===== config.mk =====
export PLATFORM = sky130hd
export DESIGN_NAME = fpu_core
export DESIGN_NICKNAME = d
export VERILOG_FILES = /design/src/source/fpu_pkg.sv /design/src/source/fpu_core.sv /design/src/source/fp_classify.sv /design/src/source/fp_minmax.sv /design/src/source/fp_compare.sv /design/src/source/fp_sign_inject.sv /design/src/source/fp_unpack.sv
export VERILOG_INCLUDE_DIRS = /design/src /design/src/include
export SDC_FILE = /design/constraint.sdc
export NUM_CORES = 1
export LEC_CHECK = 0
export ABC_AREA = 0
export BUFFER_PORTS_ARGS = -buffer_cell sky130_fd_sc_hd__buf_2
export CAP_MARGIN = 20
export CELL_PAD_IN_SITES_DETAIL_PLACEMENT = 1
export CELL_PAD_IN_SITES_GLOBAL_PLACEMENT = 1
export CORE_MARGIN = 2
export CORE_UTILIZATION = 25
export DETAILED_ROUTE_END_ITERATION = 6
export PLACE_DENSITY_LB_ADDON = 0.1
export RECOVER_POWER = 25
export SKIP_LAST_GASP = 1
export SLEW_MARGIN = 20
export SYNTH_ARGS = -nofsm -noshare
export SYNTH_HDL_FRONTEND = slang
export SYNTH_SLANG_ARGS = --single-unit

===== constraint.sdc =====
create_clock -name clk -period 4 [get_ports clk]
set_input_delay 0.6 -clock clk [delete_from_list [all_inputs] [get_ports clk]]
set_output_delay 0.6 -clock clk [all_outputs]
set_load 0.01 [all_outputs]

===== src/include/fpu_defs.svh =====
`ifndef FPU_DEFS_SVH
`define FPU_DEFS_SVH

// op field width
`define FPU_OP_W		5

// sign injection
`define FPU_OP_SGNJ		5'd0
`define FPU_OP_SGNJN	5'd1
`define FPU_OP_SGNJX	5'd2

// selection
`define FPU_OP_MIN		5'd3
`define FPU_OP_MAX		5'd4

// comparison, result is 0 or 1
`define FPU_OP_FEQ		5'd5
`define FPU_OP_FLT		5'd6
`define FPU_OP_FLE		5'd7

// class mask
`define FPU_OP_CLASS	5'd8

// quiet NaN returned when no operand can be passed on
`define FPU_CANON_NAN	32'h7FC00000

`endif

===== src/source/fpu_pkg.sv =====
`include "fpu_defs.svh"

package fpu_pkg;

	// single precision layout
	typedef struct packed {
		logic			sgn;
		logic	[7:0]	exp;
		logic	[22:0]	man;
	} fp32_fields_t;

	// same word, as fields or as raw bits
	typedef union packed {
		fp32_fields_t	fields;
		logic	[31:0]	bits;
	} fp_word_u;

	// at most one flag set, none for a normal number
	typedef struct packed {
		logic	zero;
		logic	inf;
		logic	denormal;
		logic	snan;
		logic	qnan;
	} fp_class_t;

	// operand after unpacking
	typedef struct packed {
		fp_word_u	word;
		fp_class_t	cls;
	} fp_operand_t;

	// request into the core
	typedef struct packed {
		logic	[`FPU_OP_W-1:0]	op;
		fp_word_u				a;
		fp_word_u				b;
	} fpu_req_t;

	// response out of each unit and out of the core
	typedef struct packed {
		logic	[31:0]	result;
		logic			iv;
	} fpu_resp_t;

endpackage


===== src/source/fpu_core.sv =====
`timescale 1ns/1ps

`include "fpu_defs.svh"

module fpu_core import fpu_pkg::*;
(
	input	logic		clk,
	input	logic		rst,

	input	logic		valid_in,
	output	logic		ready_out,
	input	fpu_req_t	req,

	output	logic		valid_out,
	input	logic		ready_in,
	output	fpu_resp_t	resp
);

	fpu_req_t		s1_req;
	logic			s1_valid;
	logic			s1_advance;
	logic			s2_load;

	fp_class_t		cls_a;
	fp_class_t		cls_b;
	fp_operand_t	opnd_a;
	fp_operand_t	opnd_b;

	fpu_resp_t		resp_sgnj;
	fpu_resp_t		resp_cmp;
	fpu_resp_t		resp_mm;
	fpu_resp_t		resp_cls;
	fpu_resp_t		resp_sel;

	// stage 2 takes new data when empty or draining
	assign s2_load		= ~valid_out | ready_in;
	assign s1_advance	= s1_valid & s2_load;
	assign ready_out	= ~s1_valid | s1_advance;

	// stage 1, request
	always_ff @(posedge clk) begin
		if (rst)
			s1_valid <= 1'b0;
		else if (ready_out)
			s1_valid <= valid_in;
	end

	always_ff @(posedge clk) begin
		if (ready_out && valid_in)
			s1_req <= req;
	end

	fp_unpack unpack_a (.word(s1_req.a), .cls(cls_a));
	fp_unpack unpack_b (.word(s1_req.b), .cls(cls_b));

	assign opnd_a = {s1_req.a, cls_a};
	assign opnd_b = {s1_req.b, cls_b};

	fp_sign_inject sign_inject_inst
	(
		.op(s1_req.op),
		.a(s1_req.a),
		.sgn_b(s1_req.b.fields.sgn),
		.resp(resp_sgnj)
	);

	fp_compare compare_inst
	(
		.op(s1_req.op),
		.a(opnd_a),
		.b(opnd_b),
		.resp(resp_cmp)
	);

	fp_minmax minmax_inst
	(
		.op(s1_req.op),
		.a(opnd_a),
		.b(opnd_b),
		.resp(resp_mm)
	);

	fp_classify classify_inst
	(
		.a(opnd_a),
		.resp(resp_cls)
	);

	always_comb begin
		case (s1_req.op)
			`FPU_OP_SGNJ, `FPU_OP_SGNJN, `FPU_OP_SGNJX:
				resp_sel = resp_sgnj;
			`FPU_OP_MIN, `FPU_OP_MAX:
				resp_sel = resp_mm;
			`FPU_OP_FEQ, `FPU_OP_FLT, `FPU_OP_FLE:
				resp_sel = resp_cmp;
			`FPU_OP_CLASS:
				resp_sel = resp_cls;
			// illegal op
			default: begin
				resp_sel.result	= '0;
				resp_sel.iv		= 1'b1;
			end
		endcase
	end

	// stage 2, response
	always_ff @(posedge clk) begin
		if (rst)
			valid_out <= 1'b0;
		else if (s2_load)
			valid_out <= s1_valid;
	end

	always_ff @(posedge clk) begin
		if (s1_advance)
			resp <= resp_sel;
	end

	assert property (@(posedge clk) disable iff (rst)
		valid_out && !ready_in |=> valid_out && $stable(resp))
		else $error("response changed while stalled");

	// a request behind a stalled output must still be in stage 1 next cycle
	assert property (@(posedge clk) disable iff (rst)
		s1_valid && valid_out && !ready_in |=> s1_valid && $stable(s1_req))
		else $error("stage 1 dropped a request under back-pressure");

endmodule


===== src/source/fp_classify.sv =====
`timescale 1ns/1ps

module fp_classify import fpu_pkg::*;
(
	input	fp_operand_t	a,
	output	fpu_resp_t		resp
);

	logic			sgn;
	logic			normal;
	logic	[9:0]	mask;

	assign sgn		= a.word.fields.sgn;

	// normal is whatever the unpacker did not flag
	assign normal	= ~(a.cls.zero | a.cls.inf | a.cls.denormal |
						a.cls.snan | a.cls.qnan);

	always_comb begin
		mask[0]	= sgn & a.cls.inf;
		mask[1]	= sgn & normal;
		mask[2]	= sgn & a.cls.denormal;
		mask[3]	= sgn & a.cls.zero;
		mask[4]	= ~sgn & a.cls.zero;
		mask[5]	= ~sgn & a.cls.denormal;
		mask[6]	= ~sgn & normal;
		mask[7]	= ~sgn & a.cls.inf;

		// NaN sign is ignored
		mask[8]	= a.cls.snan;
		mask[9]	= a.cls.qnan;
	end

	assign resp.result	= {22'b0, mask};
	assign resp.iv		= 1'b0;

	always_comb begin
		assert final ($onehot(mask))
			else $error("class mask is not one-hot");
	end

endmodule


===== src/source/fp_minmax.sv =====
`timescale 1ns/1ps

`include "fpu_defs.svh"

module fp_minmax import fpu_pkg::*;
(
	input	logic	[`FPU_OP_W-1:0]	op,
	input	fp_operand_t			a,
	input	fp_operand_t			b,
	output	fpu_resp_t				resp
);

	logic			a_nan;
	logic			b_nan;
	logic			a_lt_b;
	logic	[30:0]	mag_a;
	logic	[30:0]	mag_b;

	assign a_nan	= a.cls.snan | a.cls.qnan;
	assign b_nan	= b.cls.snan | b.cls.qnan;

	assign mag_a	= a.word.bits[30:0];
	assign mag_b	= b.word.bits[30:0];

	// plain sign-magnitude order, so -0 sorts below +0
	always_comb begin
		if (a.word.fields.sgn != b.word.fields.sgn)
			a_lt_b = a.word.fields.sgn;
		else if (!a.word.fields.sgn)
			a_lt_b = mag_a < mag_b;
		else
			a_lt_b = mag_a > mag_b;
	end

	always_comb begin
		if (a_nan && b_nan)
			resp.result = `FPU_CANON_NAN;
		else if (a_nan)
			resp.result = b.word.bits;
		else if (b_nan)
			resp.result = a.word.bits;
		else if (op == `FPU_OP_MIN)
			resp.result = a_lt_b ? a.word.bits : b.word.bits;
		else
			resp.result = a_lt_b ? b.word.bits : a.word.bits;
	end

	// quiet NaN inputs do not signal here
	assign resp.iv = a.cls.snan | b.cls.snan;

endmodule


===== src/source/fp_compare.sv =====
`timescale 1ns/1ps

`include "fpu_defs.svh"

module fp_compare import fpu_pkg::*;
(
	input	logic	[`FPU_OP_W-1:0]	op,
	input	fp_operand_t			a,
	input	fp_operand_t			b,
	output	fpu_resp_t				resp
);

	logic			a_nan;
	logic			b_nan;
	logic			any_nan;
	logic			any_snan;
	logic			both_zero;
	logic			eq;
	logic			lt;
	logic	[30:0]	mag_a;
	logic	[30:0]	mag_b;

	assign a_nan		= a.cls.snan | a.cls.qnan;
	assign b_nan		= b.cls.snan | b.cls.qnan;
	assign any_nan		= a_nan | b_nan;
	assign any_snan		= a.cls.snan | b.cls.snan;

	assign mag_a		= a.word.bits[30:0];
	assign mag_b		= b.word.bits[30:0];

	// +0 and -0 compare equal
	assign both_zero	= a.cls.zero & b.cls.zero;
	assign eq			= both_zero | (a.word.bits == b.word.bits);

	// sign-magnitude order
	always_comb begin
		if (both_zero)
			lt = 1'b0;
		else if (a.word.fields.sgn != b.word.fields.sgn)
			lt = a.word.fields.sgn;
		else if (!a.word.fields.sgn)
			lt = mag_a < mag_b;
		else
			lt = mag_a > mag_b;
	end

	always_comb begin
		resp.result	= '0;
		resp.iv		= 1'b0;

		case (op)
			`FPU_OP_FEQ: begin
				resp.result[0]	= eq & ~any_nan;
				resp.iv			= any_snan;
			end

			// ordered compares signal on quiet NaN as well
			`FPU_OP_FLT: begin
				resp.result[0]	= lt & ~any_nan;
				resp.iv			= any_nan;
			end

			`FPU_OP_FLE: begin
				resp.result[0]	= (lt | eq) & ~any_nan;
				resp.iv			= any_nan;
			end

			default: begin
				resp.result	= '0;
				resp.iv		= 1'b0;
			end
		endcase
	end

	// NaN taken from the raw words, not from the class flags
	always_comb begin
		assert final (!resp.iv ||
				(&a.word.fields.exp && |a.word.fields.man) ||
				(&b.word.fields.exp && |b.word.fields.man))
			else $error("compare raised invalid without a NaN operand");
	end

endmodule


===== src/source/fp_sign_inject.sv =====
`timescale 1ns/1ps

`include "fpu_defs.svh"

module fp_sign_inject import fpu_pkg::*;
(
	input	logic	[`FPU_OP_W-1:0]	op,
	input	fp_word_u				a,
	input	logic					sgn_b,
	output	fpu_resp_t				resp
);

	fp_word_u	res;

	// magnitude of a is kept as is, NaN payload included
	always_comb begin
		res = a;

		case (op)
			`FPU_OP_SGNJ: begin
				res.fields.sgn = sgn_b;
			end

			`FPU_OP_SGNJN: begin
				res.fields.sgn = ~sgn_b;
			end

			`FPU_OP_SGNJX: begin
				res.fields.sgn = a.fields.sgn ^ sgn_b;
			end

			default: begin
				res.fields.sgn = a.fields.sgn;
			end
		endcase
	end

	// sign injection never signals
	assign resp.result	= res.bits;
	assign resp.iv		= 1'b0;

endmodule


===== src/source/fp_unpack.sv =====
`timescale 1ns/1ps

module fp_unpack import fpu_pkg::*;
(
	input	fp_word_u	word,
	output	fp_class_t	cls
);

	logic	exp_max;
	logic	exp_min;
	logic	man_zero;
	logic	quiet_bit;

	assign exp_max		= &word.fields.exp;
	assign exp_min		= ~|word.fields.exp;
	assign man_zero		= ~|word.fields.man;

	// top mantissa bit tells quiet from signaling
	assign quiet_bit	= word.fields.man[22];

	always_comb begin
		cls.zero		= exp_min & man_zero;
		cls.denormal	= exp_min & ~man_zero;
		cls.inf			= exp_max & man_zero;
		cls.snan		= exp_max & ~man_zero & ~quiet_bit;
		cls.qnan		= exp_max & quiet_bit;
	end

endmodule


# After elaboration in Yosys (flattened, before gate mapping)
# Index checks and enable logic that the tools add are counted.
[totals] regBits=104 input_bits=73 out_inout_bits=35
[classes] magnitude_cmp=2 n_eq_ne=10 mux=12 bitwise_logic=44 n_reduce_logical=16
[op_table] operator="2-to-1 mux 32 bit" n=6
[op_table] operator="case mux 33 bit (4 select lines)" n=1
[op_table] operator="OR reduction 23 bit" n=2
[op_table] operator="== test 32 bit" n=1
[op_table] operator="> comparator 31 bit" n=1
[op_table] operator="< comparator 31 bit" n=1
[op_table] operator="bitwise AND 1 bit" n=23
[op_table] operator="== test 5 x 3 -> 1 bit (second input constant)" n=4
[op_table] operator="AND reduction 8 bit" n=2
[op_table] operator="OR reduction 8 bit" n=2
[op_table] operator="bitwise OR 1 bit" n=12
[op_table] operator="== test 5 x 2 -> 1 bit (second input constant)" n=2
[op_table] operator="NOT 1 bit" n=8
[op_table] operator="case mux 2 bit (3 select lines)" n=1
[op_table] operator="OR reduction 3 bit" n=2
[op_table] operator="== test 5 x 1 -> 1 bit (second input constant)" n=1
[op_table] operator="== test 5 x 4 -> 1 bit (second input constant)" n=1
[op_table] operator="zero test 5 bit" n=1
[op_table] operator="zero test 1 bit" n=4
[op_table] operator="2-to-1 mux 1 bit" n=3
[op_table] operator="case mux 1 bit (3 select lines)" n=1
[op_table] operator="logical AND 1 bit" n=2
[op_table] operator="OR reduction 2 bit" n=1
[op_table] operator="inequality test 1 bit" n=1
[op_table] operator="XOR 1 bit" n=1

# Logic depth before layout (Yosys ltp)
# Gate-level depths: netlist of run 1.
[logic_depth] word_depth=10 depth_mapped=12 depth_no_buf=10

# Cells and area by module
# Synthesis of run 1 repeated with hierarchy kept, for this count alone.
[unflattened] hier_cells=679 area_unflattened_um2=7403.4
[by_module_without_submodules] mod="fpu_core" n_inst=1 cells_per_inst=210 area_per_inst_um2=4023.9 seq_area_each_um2=3103.0
[by_module_without_submodules] mod="fp_minmax" n_inst=1 cells_per_inst=192 area_per_inst_um2=1376.3 seq_area_each_um2=0.0
[by_module_without_submodules] mod="fp_compare" n_inst=1 cells_per_inst=159 area_per_inst_um2=1134.8 seq_area_each_um2=0.0
[by_module_without_submodules] mod="fp_sign_inject" n_inst=1 cells_per_inst=41 area_per_inst_um2=309.0 seq_area_each_um2=0.0
[by_module_without_submodules] mod="fp_unpack" n_inst=2 cells_per_inst=21 area_per_inst_um2=150.1 seq_area_each_um2=0.0
[by_module_without_submodules] mod="fp_classify" n_inst=1 cells_per_inst=35 area_per_inst_um2=259.0 seq_area_each_um2=0.0

# Least setup slack after synthesis of run 1
# No wires, ideal clock.
[synth_path] path_kind="input to register" from="input ready_in" to="register s1_req, in the netlist opnd_a[10], enable pin" setup_time_ps=435 arrival_ps=2436 t_required_ps=3565 setup_slack_ps=1130 cell_stages=3 path_buffers=0 cell_sequence="nor2b_1 > nand2_1 > and2_1"
[synth_between] elab_chain_cells=4
[synth_lines] element="from (decl)" line="fpu_core.sv:15" source="input logic ready_in,"
[synth_lines] element="bitwise OR 1 bit" line="fpu_core.sv:36" source="assign s2_load = ~valid_out | ready_in;"
[synth_lines] element="bitwise AND 1 bit" line="fpu_core.sv:37" source="assign s1_advance = s1_valid & s2_load;"
[synth_lines] element="bitwise OR 1 bit" line="fpu_core.sv:38" source="assign ready_out = ~s1_valid | s1_advance;"
[synth_lines] element="named net ready_out" line="fpu_core.sv:11" source="output logic ready_out,"
[synth_lines] element="logical AND 1 bit" line="fpu_core.sv:49" source="if (ready_out && valid_in)"
[synth_lines] element="to (signal assigned)" line="fpu_core.sv:50" source="s1_req <= req;"
[synth_lines] element="to (decl)" line="fpu_core.sv:19" source="fpu_req_t s1_req;"
# The timed path passes the listed nets, and every way through them passes these cells.
# A chain may end at the register's enable or synchronous reset.

==> impl_metrics.toml, run 1 <==
[worst_setup_path]
worstPathRequired_ns = 4.20
crit_path_cell_trace = "ha_1, nand4_1, nor4_2, and2b_1, o21ai_2, a21oi_2, o211ai_2, a21oi_1, buf_4, a221o_1"
path_depth = 10
reg2reg_from = "opnd_a[27]"
critPathMaxFanout = 10
cp-end-kind = "flip-flop"
worst-path-buf-inv = 1
crit_family = "compound AO/OA/AOI/OAI gates"
crit_slowest_cell = "a21oi_1"
critical_path_class = "reg2reg"
worstRegToRegCells = 10
cp-start-kind = "flip-flop"
max_stage_delay_ns = 0.88
cp-startpoint = "opnd_a[27]"
arrival_ns = 4.00

[clock_tree]
ctsResizeCount = 0
cts_tree = "yes"
cts_max_path_buffers = 2
clkLatencyLatePin_ns = 0.36
ctsHtreeMaxLevel = 3
cts_hold_buf = 0
numCtsBuffers = 9
cts.sinks = 104
cts_root_buffer = "clkbuf_16"
clkTransAtPathRegs_ns = 0.07
cts_setup_buffers = 0

[pwr]
power.switching_uw = 597
totalPowerFinal_mw = 2.39
seq_power_share = 0.554
intPower_mw = 1.79
power.density_nw_per_um2 = 390
p_leak_nw = 2.43
pwr-share-comb = 0.101
p_clk_frac = 0.344
irDropWorstVdd_mv = 0.176
netSwitchingFraction = 0.250

[timing]
fin_ws_ns = 0.202
slew_violations = 0
slew_headroom = 0.293
finalSetupTns_ns = 0
final-setup-viol-count = 0
fmax_ghz = 0.263
hold_violations = 0
fin_skew_ns = 0.0127
post-route-min-period_ns = 3.80
rsz0062_at_grt = "false"
fin_crit_sh = 0.950
whs_ns = 0.407
worst_slew_pin_slew_ns = 1.06

[logic_synthesis]
ys_warn_count = 0
synthArstFlopShare = 0
syn_area_um2 = 4950
ys_types = 53
ys_seq_elements = 104
syn_inst = 384
synth_enable_flop_cells = 102
synthesis.area_per_instance_um2 = 12.9
synthFlopType = "edfxtp_1"
synth_nets = 490
yosysSeqAreaShare = 0.626

[cells_and_area]
nFillCells = 2155
num_antenna_cells = 0
drive_gt1_frac = 0.274
nets = 609
stdcell_count = 773
syn2layout_area_growth_pct = 23.9

[grt]
grt_max_degree = 70
grt_overflow_total = 0
antenna_found_initial = 0
grt_first_pass_wirelength_mm = 22.0
grt_pass1_vias = 3842
globalRouteTotalUtil = 0.144

[floorplan]
core_um2 = 19500
die_area_um2 = 21000
rows = 51
pin_count = 108
die_w_um = 145
start_util = 0.255
die_h_um = 145

[routing]
num_vias = 3623
drtIter0Drc = 196
drt-wirelength-per-cell_um = 18.9
final_antenna_net_count = 0
drc = 0
routed_wl_mm = 14.6
avgViaCountPerCell = 4.69
first_pass_iters = 4

[worst_hold_path]
holdCritPathClass = "in2reg"
worstHoldStart = "rst"
whs_path_depth = 2

[outcome]
status = "complete, no violations"

[job]
drv_cap = 0

[placement]
hpwlAfterDp_mm = 10.9
place_ws_ns = 0.262
dp_cells = 756
gp_congestion = 0.816
port_buffers = 107
state kept, by name (all words and copies together), names as in the netlist:
register / count
resp: 33
s1_valid: 1
opnd_b: 32
valid_out: 1
s1_req: 5
opnd_a: 32
power by group through the flow:
stage          Combinational (mW)  Sequential (mW)  Clock [mW]
4_1_cts                     0.244             1.33       0.859
3_3_place_gp                0.238             1.35           0
6_report                    0.242             1.33       0.823
5_1_grt                     0.271             1.33       0.890
3_5_place_dp                0.243             1.35           0
2_1_floorplan               0.132             1.34           0
per-layer routing:
layer	up-vias	GRT usage	routed length (um)	share of wire
li1	1733	-	-	-
met1	1782	0.187	6870	0.47
met2	92	0.235	6790	0.46
met4	0	0.0496	270	0.018
met3	16	0.0326	683	0.047
met5	-	0	0	0
through the flow:
step,cell area (um2),utilization
2_1_floorplan,4950,-
3_3_place_gp,5850,0.301
3_5_place_dp,5850,0.301
4_1_cts,6120,0.314
5_1_grt,6140,0.315
6_report,6140,0.315
layout by cell type (no fill, tap or decap), drive strengths merged, types with 2 or more instances in the layout:
cell type,synthesis,routed
buf,6,117
edfxtp,102,102
inv,36,37
ha,33,33
nor2,30,30
nand2,21,21
a22o,21,21
nor4,18,18
a21oi,18,18
nor3,10,10
nand4,10,10
nand3,10,10
clkbuf,3,10
o21ai,10,10
a221o,9,9
clkinv,1,6
a21o,5,5
o22ai,4,4
a211oi,4,4
nand2b,2,2
a22oi,2,2
nand4b,2,2
o221ai,2,2
a31oi,2,2
dfxtp,2,2
and2,2,2
or2,2,2
nor2b,2,2
final timing paths:
path          endpoint  slack, ns
max reg2reg    resp[2]       0.20
max            resp[2]       0.20
min reg2reg  valid_out       0.54
min           s1_valid       0.41
logic make-up after synthesis:
family                     share of synthesized area
AOI/OAI and AO/OA                              0.134
adders and majority gates                     0.0833
buffers and inverters                         0.0394
DFF                                            0.626
muxes                                        0.00202
and+or+nand+nor                                0.115
cell type report:
class / instances / area (um2) / share of cell area
Multi-Input combinational cell: 234 / 1670 / 0.271
Clock inverter: 6 / 33.8 / 0.00550
Timing Repair Buffer: 117 / 636 / 0.104
Sequential cell: 104 / 3100 / 0.506
Clock buffer: 10 / 229 / 0.0373
Inverter: 37 / 139 / 0.0226
Tap cell: 265 / 332 / 0.0540
synth_stat cells, types with 2 or more instances:
| cell | number | area [um2] |
|---|---|---|
| a22o_1 | 21 | 184 |
| nor4_1 | 17 | 106 |
| o22ai_1 | 4 | 25.0 |
| a21o_1 | 5 | 37.5 |
| inv_1 | 36 | 135 |
| a221o_1 | 9 | 90.1 |
| o21ai_2 | 2 | 17.5 |
| nor2b_1 | 2 | 12.5 |
| nand3_1 | 9 | 45.0 |
| ha_1 | 33 | 413 |
| o21ai_0 | 7 | 35.0 |
| nor2_1 | 30 | 113 |
| nand2_1 | 21 | 78.8 |
| clkbuf_1 | 3 | 11.3 |
| o221ai_1 | 2 | 17.5 |
| dfxtp_1 | 2 | 40.0 |
| nand4b_1 | 2 | 17.5 |
| nand4_1 | 10 | 62.6 |
| nor3_1 | 10 | 50.1 |
| a22oi_1 | 2 | 15.0 |
| a31oi_1 | 2 | 12.5 |
| a211oi_1 | 3 | 22.5 |
| a21oi_1 | 17 | 85.1 |
| nand2b_1 | 2 | 12.5 |
| edfxtp_1 | 102 | 3060 |
| buf_2 | 3 | 15.0 |
| buf_6 | 2 | 22.5 |
(Power assumes the default switching activity.)
==> inputs of run 2 (changes only) <==
==> constraint.sdc (replaced) <==
create_clock -name clk -period 4.35 [get_ports clk]
set_input_delay 0.6525 -clock clk [delete_from_list [all_inputs] [get_ports clk]]
set_output_delay 0.6525 -clock clk [all_outputs]
set_load 0.01 [all_outputs]
==> run 2 against run 1 <==
  * Global-route usage up 0.18 points
  * Critical path depth unchanged
  * Critical endpoint is now resp[3]
  * Clock power down 4.4%
  * Largest cell class unchanged
  * Highest routed layer unchanged
==> impl_metrics.toml, run 2 (synthesis results as in run 1) <==
[worst_setup_path]
r2r_slack_ns = 0.90
worstRegToRegCells = 10
worst-path-buf-inv = 1
crit_slowest_cell = "edfxtp_1"
worstPathRequired_ns = 4.45
cp-start-kind = "flip-flop"
crit_end = "resp[3]"
crit_family = "compound AO/OA/AOI/OAI gates"
crit_path_cell_trace = "ha_1, nand4_1, nor4_2, and2b_1, o21ai_2, a21oi_2, o2111ai_1, a22o_1, buf_12, a221o_1"
max_stage_delay_ns = 0.55
path_depth = 10
cp-end-kind = "flip-flop"
critical_path_class = "reg2reg"
critPathMaxFanout = 21
arrival_ns = 3.55
cp-startpoint = "opnd_a[27]"
reg2reg_from = "opnd_a[27]"
r2r_end = "resp[3]"

[pwr]
seq_power_share = 0.546
p_clk_frac = 0.353
power.switching_uw = 568
intPower_mw = 1.66
p_leak_nw = 2.41
power.density_nw_per_um2 = 363
irDropWorstVdd_mv = 0.150
pwr-share-comb = 0.100
netSwitchingFraction = 0.255

[clock_tree]
clkTransAtPathRegs_ns = 0.08
cts.sinks = 104
clkLatencyLatePin_ns = 0.36
cts_hold_buf = 0
ctsResizeCount = 0
ctsHtreeMaxLevel = 3
numCtsBuffers = 9
cts_tree = "yes"
cts_root_buffer = "clkbuf_16"
cts_max_path_buffers = 2
cts_setup_buffers = 0

[worst_hold_path]
holdCritPathClass = "in2reg"

[job]
drv_cap = 0

[timing]
post-route-min-period_ns = 3.45
final-setup-viol-count = 0
fin_crit_sh = 0.793
slew_violations = 0
fmax_ghz = 0.290
hold_violations = 0
rsz0062_at_grt = "false"
worst_slew_pin_slew_ns = 0.730
finalSetupTns_ns = 0
fin_ws_ns = 0.900
slew_headroom = 0.513
whs_ns = 0.463
fin_skew_ns = 0.0115

[cells_and_area]
drive_gt1_frac = 0.273
largest_reg_flops = 33
final_common_cell = "buf_2"
num_antenna_cells = 0
regMostFlops = "resp"
final_core_util = 0.315
nets = 607
layout_common_cells = "buf_2, edfxtp_1, inv_1"
stdcell_area_um2 = 6140
syn2layout_area_growth_pct = 23.8

[grt]
antenna_found_initial = 0
grt_overflow_total = 0
grt_first_pass_wirelength_mm = 22.3
grt_pass1_vias = 3925
globalRouteTotalUtil = 0.146
grt_max_degree = 45

[routing]
avgViaCountPerCell = 4.67
drc = 0
num_vias = 3604
final_antenna_net_count = 0
drtIter0Drc = 216
routed_wl_mm = 14.7
drt-wirelength-per-cell_um = 19.1
first_pass_iters = 4

[outcome]
status = "complete, no violations"

[placement]
placed_area_um2 = 5840
gp_congestion = 0.825
hpwlAfterDp_mm = 11.3
place_ws_ns = 0.881
port_buffers = 107

[floorplan]
core_um2 = 19500
die_h_um = 145
start_util = 0.255
die_area_um2 = 21000
die_w_um = 145
pin_count = 108
rows = 51
## run 2: cell count changes in the layout (fill, tap and decap cells not counted)
cell / before / now
buf_2: 107 / 104
inv_8: 0 / 1
inv_6: 1 / 2
clkinv_1: 4 / 1
buf_4: 8 / 6
clkinv_2: 1 / 2
clkinvlp_4: 0 / 1
clkbuf_1: 1 / 3
## run 2: final cells by class
type	count	area [um2]
multi-input cells	234	1670
fillers	2163	13300
flip-flops and latches	104	3100
clock inverters	7	55.1
well taps	265	332
clock buffers	9	225
repair buffers	115	617
inverters	37	139
## run 2: per-layer routing
metal	vias to the layer above	GRT usage	share of wire
met1	1770	0.195	0.47
met5	-	0	0
met4	0	0.0414	0.0084
met2	91	0.240	0.47
met3	9	0.0290	0.046
li1	1734	-	-
## run 2: stage by stage
step | cells | power [mW]
finish | 771 | 2.23
floorplan | 384 | 1.35
detailed placement | 754 | 1.47
global placement | 754 | 1.46
CTS | 770 | 2.26
global route | 771 | 2.32
## run 2: how the worst min path moves through the flow
stage | from | end | cells after the start
after detailed placement | s1_valid | valid_out | 2
after CTS | req[6] | opnd_b[11] | 1
final | req[6] | opnd_b[11] | 1
after floorplan | s1_valid | valid_out | 2
after global placement | s1_valid | valid_out | 2
after global routing | req[6] | opnd_b[11] | 1
## run 2: power groups by stage
stage | clock network, mW | registers [mW] | logic [mW]
4_1_cts | 0.818 | 1.22 | 0.227
6_report | 0.787 | 1.22 | 0.224
2_1_floorplan | 0 | 1.23 | 0.121
5_1_grt | 0.844 | 1.23 | 0.252
3_5_place_dp | 0 | 1.24 | 0.226
3_3_place_gp | 0 | 1.24 | 0.221
==> inputs of run 3 (changes only) <==
==> constraint.sdc (replaced) <==
create_clock -name clk -period 3.4 [get_ports clk]
set_input_delay 0.51 -clock clk [delete_from_list [all_inputs] [get_ports clk]]
set_output_delay 0.51 -clock clk [all_outputs]
set_load 0.01 [all_outputs]
==> run 3 against run 2 <==
  * Worst setup slack worse by 0.63 ns
  * Register-to-register slack worse by 0.63 ns
  * Sequential share of layout area down 0.052 points
  * Core utilization about the same
  * Highest routed layer unchanged
==> impl_metrics.toml, run 3 (synthesis results as in run 1) <==
[timing]
slew_headroom = 0.447
post-route-min-period_ns = 3.13
worst_slew_pin_slew_ns = 0.829
finalSetupTns_ns = 0
fin_skew_ns = 0.00800
final-setup-viol-count = 0
rsz0062_at_grt = "false"
hold_violations = 0
fmax_ghz = 0.319
fin_crit_sh = 0.922
slew_violations = 0

[routing]
final_antenna_net_count = 0
first_pass_iters = 4
num_vias = 3650
avgViaCountPerCell = 4.70
routed_wl_mm = 14.9
drtIter0Drc = 148
drt-wirelength-per-cell_um = 19.2
drc = 0

[worst_setup_path]
cp-end-kind = "flip-flop"
max_stage_delay_ns = 0.44
arrival_ns = 3.24
cp-start-kind = "flip-flop"
crit_path_cell_trace = "inv_1, ha_1, nand4_1, nor4_2, and2b_1, o21ai_2, a21oi_2, o2111ai_1, a22o_1, buf_4, a221o_1"
critical_path_class = "reg2reg"
worstPathRequired_ns = 3.50
critPathMaxFanout = 21
crit_slowest_cell = "edfxtp_1"
worstRegToRegCells = 11

[grt]
globalRouteTotalUtil = 0.150
grt_overflow_total = 0
antenna_found_initial = 0
grt_first_pass_wirelength_mm = 22.9
grt_pass1_vias = 3921
grt_max_degree = 42

[clock_tree]
clkLatencyLatePin_ns = 0.35
cts_tree = "yes"
cts.sinks = 104
cts_root_buffer = "clkbuf_16"
clkTransAtPathRegs_ns = 0.07
cts_max_path_buffers = 2
numCtsBuffers = 9
ctsHtreeMaxLevel = 3
ctsResizeCount = 0

[cells_and_area]
drive_gt1_frac = 0.274
nets = 613
stdcell_area_um2 = 6140
regMostFlops = "resp"
final_common_cell = "buf_2"
layout_common_cells = "buf_2, edfxtp_1, inv_1"
syn2layout_area_growth_pct = 24.0
largest_reg_flops = 33
stdcell_count = 776
seqCellArea_um2 = 3100
nFillCells = 2156
final_core_util = 0.316
num_antenna_cells = 0
multi_input_area_um2 = 1670

[pwr]
p_leak_nw = 2.43
totalPowerFinal_mw = 2.79
irDropWorstVdd_mv = 0.194
power.density_nw_per_um2 = 454

[floorplan]
die_area_um2 = 21000
die_h_um = 145
rows = 51
start_util = 0.255
die_w_um = 145
pin_count = 108
core_um2 = 19500

[placement]
dp_cells = 758
gp_congestion = 0.815
placed_area_um2 = 5870
port_buffers = 107
hpwlAfterDp_mm = 11.3

[job]
drv_cap = 0

[worst_hold_path]
holdCritPathClass = "in2reg"
whs_path_depth = 2

[outcome]
status = "complete, no violations"
==> run 3: final cells by class <==
| type | count | area share |
|---|---|---|
| repair buffers | 121 | 0.106 |
| multi-input cells | 234 | 0.271 |
| well taps | 265 | 0.0540 |
| clock inverters | 5 | 0.00407 |
| flip-flops and latches | 104 | 0.505 |
| inverters | 37 | 0.0226 |
| clock buffers | 10 | 0.0373 |
==> run 3: through the flow <==
| step | worst slack (ns) | hold slack (ns) |
|---|---|---|
| 2_1_floorplan | 0.620 | 0.478 |
| 3_3_place_gp | 0.224 | 0.505 |
| 3_5_place_dp | 0.145 | 0.528 |
| 4_1_cts | 0.117 | 0.312 |
| 5_1_grt | 0.0250 | 0.312 |
| 6_report | 0.267 | 0.326 |
==> run 3: metal layers <==
layer	track usage	share of wire	vias to the layer above
li1	-	-	1738
met1	0.203	0.47	1796
met2	0.243	0.47	103
met3	0.0342	0.049	13
met4	0.0399	0.012	0
met5	0	0	-
==> run 3: report_power, final <==
part / switching (mW) / leakage [nW] / internal, mW
Sequential: 0.0603 / 0.993 / 1.49
Combinational: 0.165 / 1.31 / 0.126
Clock: 0.458 / 0.123 / 0.486
Total: 0.683 / 2.43 / 2.11
==> run 3: path summary, 6_finish.rpt <==
path / startpoint / slack (ns) / endpoint
max: opnd_b[26] / 0.27 / resp[4]
min reg2reg: s1_valid / 0.53 / valid_out
min: rst / 0.33 / s1_valid
max reg2reg: opnd_b[26] / 0.27 / resp[4]
==> run 3: critical path, delay by kind of cell, from the launching register on <==
kind | cells | cell delay [ns]
AO/OA/AOI/OAI | 5 | 1.13
adder cells (fa/ha/maj) | 1 | 0.30
flip-flops | 1 | 0.44
buffers and inverters | 2 | 0.29
AND/OR/NAND/NOR | 3 | 0.71
==> run 3: timing repair <==
item / CTS / global route
hold buffers: 0 / 0
buffers inserted: 0 / 3
setup endpoints to repair: 0 / 9
endpoints found under the hold margin: 0 / 0
